### config.mk
export PLATFORM = sky130hd
export DESIGN_NAME = uart_command_top
export DESIGN_NICKNAME = d
export VERILOG_FILES = /design/src/verilog/uart_pkg.sv /design/src/verilog/command_decoder.sv /design/src/verilog/register_executor.sv /design/src/verilog/response_builder.sv /design/src/verilog/uart_command_top.sv /design/src/verilog/uart_receiver.sv /design/src/verilog/uart_transmitter.sv
export SDC_FILE = /design/constraint.sdc
export NUM_CORES = 1
export LEC_CHECK = 0
export BUFFER_PORTS_ARGS = -buffer_cell sky130_fd_sc_hd__buf_2
export CAP_MARGIN = 30
export CORE_UTILIZATION = 60
export CTS_CLUSTER_SIZE = 12
export DETAILED_ROUTE_END_ITERATION = 8
export HOLD_SLACK_MARGIN = 0.12
export PLACE_DENSITY = 0.73
export SLEW_MARGIN = 40
export SYNTH_ARGS = -nofsm -noshare
export SYNTH_HDL_FRONTEND = slang
export SYNTH_SLANG_ARGS = --single-unit
### constraint.sdc
create_clock -name clk -period 4.57 [get_ports clk]
set_input_delay 0.2285 -clock clk [delete_from_list [all_inputs] [get_ports clk]]
set_output_delay 0.2285 -clock clk [all_outputs]
set_load 0.05 [all_outputs]
### src/verilog/uart_pkg.sv
package uart_pkg;

    // Clock cycles per serial bit, shared by both UART ends
    localparam int clocks_per_bit = 16;

    // ASCII opcode bytes
    localparam logic [7:0] op_write = 8'h57;
    localparam logic [7:0] op_read  = 8'h52;
    localparam logic [7:0] op_add   = 8'h41;

    // ASCII response bytes for write acknowledge and unknown opcode
    localparam logic [7:0] resp_ack   = 8'h4b;
    localparam logic [7:0] resp_error = 8'h3f;

    typedef enum logic [1:0] {
        cmd_write,
        cmd_read,
        cmd_add,
        cmd_bad
    } cmd_kind_t;

    // Decoded frame, 14 bits
    typedef struct packed {
        cmd_kind_t  kind;
        logic [3:0] addr;
        logic [7:0] data;
    } command_t;

    // Executed command, value is the register contents afterwards
    typedef struct packed {
        cmd_kind_t  kind;
        logic [7:0] value;
    } result_t;

endpackage

### src/verilog/command_decoder.sv
`timescale 1ns/1ps

module command_decoder (
    input  logic               clk,
    input  logic               reset,
    input  logic [7:0]         rx_byte,
    input  logic               rx_strobe,
    output uart_pkg::command_t cmd,
    output logic               cmd_strobe
);
    typedef enum logic [1:0] {
        wait_op,
        wait_addr,
        wait_data
    } dec_state_t;

    dec_state_t state;

    always_ff @(posedge clk) begin
        if (reset) begin
            state      <= wait_op;
            cmd        <= '0;
            cmd_strobe <= 1'b0;
        end else begin
            cmd_strobe <= 1'b0;
            if (rx_strobe) begin
                case (state)
                    wait_op: begin
                        case (rx_byte)
                            uart_pkg::op_write: begin
                                cmd.kind <= uart_pkg::cmd_write;
                                state    <= wait_addr;
                            end
                            uart_pkg::op_read: begin
                                cmd.kind <= uart_pkg::cmd_read;
                                state    <= wait_addr;
                            end
                            uart_pkg::op_add: begin
                                cmd.kind <= uart_pkg::cmd_add;
                                state    <= wait_addr;
                            end
                            default: begin
                                // Unknown opcode is reported right away
                                cmd.kind   <= uart_pkg::cmd_bad;
                                cmd_strobe <= 1'b1;
                            end
                        endcase
                    end
                    wait_addr: begin
                        cmd.addr <= rx_byte[3:0];
                        if (cmd.kind == uart_pkg::cmd_read) begin
                            cmd_strobe <= 1'b1;
                            state      <= wait_op;
                        end else begin
                            state <= wait_data;
                        end
                    end
                    default: begin
                        cmd.data   <= rx_byte;
                        cmd_strobe <= 1'b1;
                        state      <= wait_op;
                    end
                endcase
            end
        end
    end

    assert property (@(posedge clk) disable iff (reset) cmd_strobe |=> !cmd_strobe);

endmodule

### src/verilog/register_executor.sv
`timescale 1ns/1ps

module register_executor (
    input  logic               clk,
    input  logic               reset,
    input  uart_pkg::command_t cmd,
    input  logic               cmd_strobe,
    output uart_pkg::result_t  result,
    output logic               result_strobe
);
    logic [7:0] regs [16];
    logic [7:0] current;
    logic [7:0] new_value;

    assign current = regs[cmd.addr];

    // Value the addressed register holds once the command is done
    always_comb begin
        case (cmd.kind)
            uart_pkg::cmd_write: new_value = cmd.data;
            uart_pkg::cmd_add:   new_value = current + cmd.data;
            uart_pkg::cmd_read:  new_value = current;
            default:             new_value = 8'h00;
        endcase
    end

    always_ff @(posedge clk) begin
        if (reset) begin
            for (int i = 0; i < 16; i++) begin
                regs[i] <= 8'h00;
            end
        end else if (cmd_strobe) begin
            if (cmd.kind == uart_pkg::cmd_write || cmd.kind == uart_pkg::cmd_add) begin
                regs[cmd.addr] <= new_value;
            end
        end
    end

    always_ff @(posedge clk) begin
        if (reset) begin
            result_strobe <= 1'b0;
        end else begin
            result_strobe <= cmd_strobe;
        end
    end

    always_ff @(posedge clk) begin
        if (reset) begin
            result <= '0;
        end else if (cmd_strobe) begin
            result.kind  <= cmd.kind;
            result.value <= new_value;
        end
    end

endmodule

### src/verilog/response_builder.sv
`timescale 1ns/1ps

module response_builder (
    input  logic              clk,
    input  logic              reset,
    input  uart_pkg::result_t result,
    input  logic              result_strobe,
    input  logic              tx_ready,
    output logic [7:0]        tx_byte,
    output logic              tx_valid
);
    logic [7:0] resp_byte;
    logic       load;

    always_comb begin
        case (result.kind)
            uart_pkg::cmd_write: resp_byte = uart_pkg::resp_ack;
            uart_pkg::cmd_bad:   resp_byte = uart_pkg::resp_error;
            default:             resp_byte = result.value;
        endcase
    end

    // A held byte that is not leaving this cycle wins over a new result
    assign load = result_strobe && (!tx_valid || tx_ready);

    always_ff @(posedge clk) begin
        if (reset) begin
            tx_valid <= 1'b0;
        end else if (load) begin
            tx_valid <= 1'b1;
        end else if (tx_ready) begin
            tx_valid <= 1'b0;
        end
    end

    always_ff @(posedge clk) begin
        if (reset) begin
            tx_byte <= 8'h00;
        end else if (load) begin
            tx_byte <= resp_byte;
        end
    end

    assert property (@(posedge clk) disable iff (reset)
        tx_valid && !tx_ready |=> tx_valid && $stable(tx_byte));

    // Host must wait for each response, so the buffer is never full here
    assert property (@(posedge clk) disable iff (reset)
        result_strobe |-> !tx_valid || tx_ready);

endmodule

### src/verilog/uart_command_top.sv
`timescale 1ns/1ps

module uart_command_top (
    input  logic clk,
    input  logic reset,
    input  logic rx,
    output logic tx
);
    logic [7:0]         rx_byte;
    logic               rx_strobe;
    uart_pkg::command_t cmd;
    logic               cmd_strobe;
    uart_pkg::result_t  result;
    logic               result_strobe;
    logic [7:0]         tx_byte;
    logic               tx_valid;
    logic               tx_ready;

    uart_receiver uart_receiver_inst (
        .clk       (clk),
        .reset     (reset),
        .rx        (rx),
        .rx_byte   (rx_byte),
        .rx_strobe (rx_strobe)
    );

    command_decoder command_decoder_inst (
        .clk        (clk),
        .reset      (reset),
        .rx_byte    (rx_byte),
        .rx_strobe  (rx_strobe),
        .cmd        (cmd),
        .cmd_strobe (cmd_strobe)
    );

    register_executor register_executor_inst (
        .clk           (clk),
        .reset         (reset),
        .cmd           (cmd),
        .cmd_strobe    (cmd_strobe),
        .result        (result),
        .result_strobe (result_strobe)
    );

    response_builder response_builder_inst (
        .clk           (clk),
        .reset         (reset),
        .result        (result),
        .result_strobe (result_strobe),
        .tx_ready      (tx_ready),
        .tx_byte       (tx_byte),
        .tx_valid      (tx_valid)
    );

    uart_transmitter uart_transmitter_inst (
        .clk      (clk),
        .reset    (reset),
        .tx_byte  (tx_byte),
        .tx_valid (tx_valid),
        .tx_ready (tx_ready),
        .tx       (tx)
    );

endmodule

### src/verilog/uart_receiver.sv
`timescale 1ns/1ps

module uart_receiver (
    input  logic       clk,
    input  logic       reset,
    input  logic       rx,
    output logic [7:0] rx_byte,
    output logic       rx_strobe
);
    typedef enum logic [1:0] {
        rx_idle,
        rx_start,
        rx_data,
        rx_stop
    } rx_state_t;

    rx_state_t  state;
    logic       rx_meta;
    logic       rx_sync;
    logic       rx_prev;
    logic [7:0] data_shift;
    logic [3:0] bit_counter;
    logic [$clog2(uart_pkg::clocks_per_bit)-1:0] clock_counter;
    logic       falling_edge;
    logic       half_bit;
    logic       full_bit;

    assign falling_edge = rx_prev && !rx_sync;
    assign half_bit     = clock_counter == uart_pkg::clocks_per_bit / 2 - 1;
    assign full_bit     = clock_counter == uart_pkg::clocks_per_bit - 1;
    assign rx_byte      = data_shift;

    // Two-flop synchronizer plus one more stage for edge detection
    always_ff @(posedge clk) begin
        if (reset) begin
            rx_meta <= 1'b1;
            rx_sync <= 1'b1;
            rx_prev <= 1'b1;
        end else begin
            rx_meta <= rx;
            rx_sync <= rx_meta;
            rx_prev <= rx_sync;
        end
    end

    always_ff @(posedge clk) begin
        if (reset) begin
            state         <= rx_idle;
            clock_counter <= '0;
            bit_counter   <= 4'd0;
            rx_strobe     <= 1'b0;
        end else begin
            rx_strobe     <= 1'b0;
            clock_counter <= clock_counter + 1'b1;
            case (state)
                rx_idle: begin
                    clock_counter <= '0;
                    if (falling_edge) begin
                        state <= rx_start;
                    end
                end
                rx_start: begin
                    // Line must still be low half a bit later, else it was a glitch
                    if (half_bit) begin
                        clock_counter <= '0;
                        bit_counter   <= 4'd0;
                        state         <= rx_sync ? rx_idle : rx_data;
                    end
                end
                rx_data: begin
                    if (full_bit) begin
                        clock_counter <= '0;
                        bit_counter   <= bit_counter + 1'b1;
                        if (bit_counter == 4'd7) begin
                            state <= rx_stop;
                        end
                    end
                end
                default: begin
                    // Centre of the stop bit; a low stop bit drops the byte
                    if (full_bit) begin
                        rx_strobe <= rx_sync;
                        state     <= rx_idle;
                    end
                end
            endcase
        end
    end

    // LSB arrives first, so shift in from the top
    always_ff @(posedge clk) begin
        if (reset) begin
            data_shift <= 8'h00;
        end else if (state == rx_data && full_bit) begin
            data_shift <= {rx_sync, data_shift[7:1]};
        end
    end

    assert property (@(posedge clk) disable iff (reset) rx_strobe |=> !rx_strobe);

endmodule

### src/verilog/uart_transmitter.sv
`timescale 1ns/1ps

module uart_transmitter (
    input  logic       clk,
    input  logic       reset,
    input  logic [7:0] tx_byte,
    input  logic       tx_valid,
    output logic       tx_ready,
    output logic       tx
);
    logic [9:0] tx_shift;
    logic [3:0] bit_counter;
    logic [$clog2(uart_pkg::clocks_per_bit)-1:0] clock_counter;
    logic       tx_running;
    logic       symbol_edge;
    logic       start;

    // Bit counter is 1 for the start bit through 10 for the stop bit
    assign tx_running  = bit_counter != 4'd0;
    assign tx_ready    = !tx_running;
    assign start       = tx_valid && tx_ready;
    assign symbol_edge = clock_counter == uart_pkg::clocks_per_bit - 1;
    assign tx          = tx_shift[0];

    // Cycles within the current bit, parked at zero while idle
    always_ff @(posedge clk) begin
        if (reset || symbol_edge || !tx_running) begin
            clock_counter <= '0;
        end else begin
            clock_counter <= clock_counter + 1'b1;
        end
    end

    always_ff @(posedge clk) begin
        if (reset) begin
            bit_counter <= 4'd0;
        end else if (start) begin
            bit_counter <= 4'd1;
        end else if (symbol_edge && tx_running) begin
            if (bit_counter == 4'd10) begin
                bit_counter <= 4'd0;
            end else begin
                bit_counter <= bit_counter + 1'b1;
            end
        end
    end

    // Ones shift in behind the frame so the line rests high afterwards
    always_ff @(posedge clk) begin
        if (reset) begin
            tx_shift <= '1;
        end else if (start) begin
            tx_shift <= {1'b1, tx_byte, 1'b0};
        end else if (symbol_edge && tx_running) begin
            tx_shift <= {1'b1, tx_shift[9:1]};
        end
    end

    assert property (@(posedge clk) disable iff (reset) tx_ready |-> tx);

endmodule
==> results by group <==
Outcome
  • Status: finished clean

GRT
  • GRT Total Usage: 26.35%
  • GRT met3 Usage: 3.476%
  • Initial antenna violation count: 0
  • Top Usage Layer GRT: met2
  • Vias in the first global route: 5997
  • Largest net degree at the start of global routing: 88
  • Met2 Track Usage GR: 43.68%
  • GR Util met1: 35.70%
  • First-pass GRT wire length: 32.60 mm
  • Total congestion overflow: 0

STA
  • Slack of the critical path: 489.5 ps
  • RSZ-0062 raised after global routing: false
  • Tmin final: 4081 ps
  • FMAX: 0.2451 GHz
  • Post-Route Skew: 15.24 ps
  • Worst Max-Slew Pin Slew: 864.6 ps
  • Tcrit/Tclk final: 89.29%
  • Final setup violation count: 0
  • Final setup TNS: 0 ps
  • Final Slew Violations: 0
  • Final Hold Viols: 0
  • Slew headroom: 41.83%

Yosys
  • Synthesized area per cell: 11.38 um2
  • Synth warn: 0
  • Synth Instances: 832
  • Most used DFF post-synth: edfxtp_1
  • Post-synth EDFFs: 128
  • Flops & latches, synth: 208
  • Biggest area consumer among synthesized cells: edfxtp_1
  • Async set-or-reset flop fraction in the synthesized netlist: 0%
  • Synthesized net count: 852
  • Top-area cell type share of the netlist area: 40.60%
  • Synth Cell Area: 9467 um2
  • Synth area leaders: edfxtp_1 41%, dfxtp_1 17%, mux4_2 9.3%
  • Post-synthesis sequential area ratio: 57.52%
  • Post-synthesis cell type count: 56

Setup path
  • Setup crit end: register_executor_inst.regs[9][7]$_SDFFCE_PN0P_
  • Worst Reg-to-Reg Cells: 10
  • CP max stage cell: or4_1
  • Crit path required time: 4910 ps
  • Reg2reg setup slack: 490 ps
  • Largest fanout on the critical path: 29
  • Most used cell, CP: mux4_2
  • Crit start category: register
  • Cell-by-cell listing of the critical path: buf_12 > mux4_2 > mux4_2 > ha_1 > a21o_1 > nand4_1 > nand4b_1 > and4_1 > or4_1 > a21oi_1
  • Critical path capture point type: register
  • CP max stage delay: 770 ps
  • Arrival time of the worst setup path: 4420 ps
  • R2r endpoint: register_executor_inst.regs[9][7]$_SDFFCE_PN0P_
  • Setup CP Type: register to register

Routing
  • Final ANT Viol Nets: 0
  • DRC Markers: 0
  • Drt first pass iters: 5
  • DR WL/cell: 20.06 um
  • Routed vias/inst: 6.134
  • DRT iter0 DRCs: 517
  • Final WL: 20.86 mm
  • Routed vias: 6379

Power and ir drop
  • Net Sw Frac: 20.76%
  • Sequential Power Share: 54.2%
  • Net Switching: 785.2 uW
  • Combinational Power Share: 3.4%
  • Peak VDD IR: 0.3862 mV
  • Leak: 3.387 nW
  • Internal: 2.996 mW
  • Clock Power Share: 42.4%
  • PwrDens: 369.6 nW/um2

Clocking
  • Number of setup buffers added after CTS: 0
  • Skew-Pair Late Insertion Delay: 500 ps
  • CTS buffer count: 22
  • Clk slew on worst S/H paths: 60 ps
  • Root Driver: clkbuf_16
  • Total clock sinks: 208
  • Post-cts resize count: 0
  • H-tree levels: 1
  • CTS Buffer Depth: 3
  • CTS tree: done

Placement
  • Dpl ws: 599.0 ps
  • Port Buffers: 3
  • Dpl hpwl: 13.95 mm
  • GP Congestion: 0.8587

Floorplan
  • Die Span Y: 127.6 um
  • Starting Density: 61.81%
  • Core footprint: 15310 um2
  • Die Wd: 127.6 um
  • FP Rows: 45
  • Io pins: 4
  • Die ar.: 16280 um2

Finish
  • Area Growth Syn to Fin: 8.089%
  • Total Nets Final: 836
  • # diodes: 0
  • Layout cells sized above 1: 11.46%

Hold path
  • Min-delay worst type: input pin to register

Run
  • Max-capacitance violation count: 0
==> cells in the mapped netlist (3+ instances only) <==
cell type,instances
a21oi_1,52
clkbuf_1,31
or2_2,4
o21ai_0,23
nor4_1,4
xor2_1,5
and2_1,3
nor2_1,163
nand2b_1,30
buf_4,6
nor2b_1,8
nand2_1,73
o21a_1,3
dfxtp_1,80
and3_1,5
or3_1,4
or4b_2,3
a311oi_1,5
xnor2_1,3
nand4_1,3
inv_1,20
buf_2,6
a21o_1,3
a211oi_1,16
o22ai_1,4
ha_1,16
buf_6,4
mux4_2,39
mux2i_1,12
nor3_1,10
nand3_1,33
edfxtp_1,128
==> layout by cell type, fill, tap and decap left out, drive strengths merged, types with 20 or more instances in the layout <==
| cell type | count |
|---|---|
| o21ai | 23 |
| nand2 | 73 |
| nor2 | 163 |
| clkbuf | 32 |
| a21oi | 55 |
| inv | 20 |
| nand2b | 30 |
| edfxtp | 128 |
| mux4 | 39 |
| dfxtp | 80 |
| nand3 | 33 |
==> timing repair <==
item                       CTS  global route
hold buffers                 1             0
hold endpoints to repair     1             0
setup endpoints to repair    0             0
==> flip-flops by register name (all words and copies together), names as in the netlist, 2 cells and up, named ones only <==
register                             count
uart_receiver_inst.clock_counter         4
uart_transmitter_inst.bit_counter        4
uart_receiver_inst.bit_counter           4
register_executor_inst.result           10
uart_transmitter_inst.clock_counter      4
register_executor_inst.regs            128
uart_transmitter_inst.tx_shift           9
response_builder_inst.tx_byte            8
uart_receiver_inst.state                 2
command_decoder_inst.state               2
uart_receiver_inst.rx_byte               8
command_decoder_inst.cmd                14
==> routing by layer <==
layer,up-vias,share of wire [%]
met5,-,0
met4,0,3.9
met3,52,5.9
met2,258,49
met1,3106,41
li1,2963,-
==> worst min-delay path by stage <==
stage / depth (start not counted) / end / slack (ps) / startpoint
after floorplan: 1 / uart_receiver_inst.rx_meta$_SDFF_PP1_ / 330 / rx
after global placement: 2 / uart_receiver_inst.rx_meta$_SDFF_PP1_ / 420 / rx
after detailed placement: 2 / uart_receiver_inst.rx_meta$_SDFF_PP1_ / 420 / rx
after CTS: 3 / register_executor_inst.result_strobe$_SDFF_PP0_ / 150 / reset
after global routing: 3 / register_executor_inst.result_strobe$_SDFF_PP0_ / 240 / reset
final: 3 / register_executor_inst.result_strobe$_SDFF_PP0_ / 180 / reset
==> layout make-up <==
type / count / area (um2)
sequential: 208 / 5446
fill: 1140 / 5082
multi-input combinational: 554 / 3714
clock buffer: 32 / 609.3
tap: 211 / 264.0
timing repair buffer: 10 / 102.6
inverter: 20 / 75.07
clock inverter: 5 / 21.27
==> kinds of logic (layout without fill, tap and decap cells) <==
group                    Yosys count  count (layout)  synth area share [%]
buffers and inverters             70              67                 3.463
adder cells (fa/ha/maj)           17              17                 2.326
AND/OR/NAND/NOR                  353             353                 16.85
flip-flops                       208             208                 57.52
XOR/XNOR                           8               8                0.7402
multiplexers                      53              53                 10.79
AO/OA/AOI/OAI                    123             123                 8.314
==> worst max-delay path, delay by kind of cell, from the launching register on <==
family / cells / cell delay (ps)
muxes: 2 / 1100
and+or+nand+nor: 4 / 1390
DFF: 1 / 340
adders and majority gates: 1 / 320
AOI/OAI and AO/OA: 2 / 490
buffers and inverters: 1 / 240
==> power by group through the flow <==
stage	combinational, mW	sequential [mW]	clock [mW]
after floorplan	0.0979	2.08	0
after global placement	0.122	2.09	0
after detailed placement	0.126	2.09	0
after CTS	0.128	2.05	1.62
after global routing	0.141	2.05	1.69
final	0.128	2.05	1.60
==> per-stage QoR <==
step | instances | util, % | hold slack, ps | cell area (um2) | power, mW
CTS | 1040 | 66.68 | 147.6 | 10210 | 3.798
finish | 1040 | 66.81 | 180.4 | 10230 | 3.781
detailed placement | 1002 | 62.50 | 417.5 | 9572 | 2.216
floorplan | 832 | - | 332.3 | 9467 | 2.177
global route | 1040 | 66.81 | 240.3 | 10230 | 3.887
global placement | 1001 | 62.40 | 420.4 | 9557 | 2.210
Power figures use the tool's default switching activity.
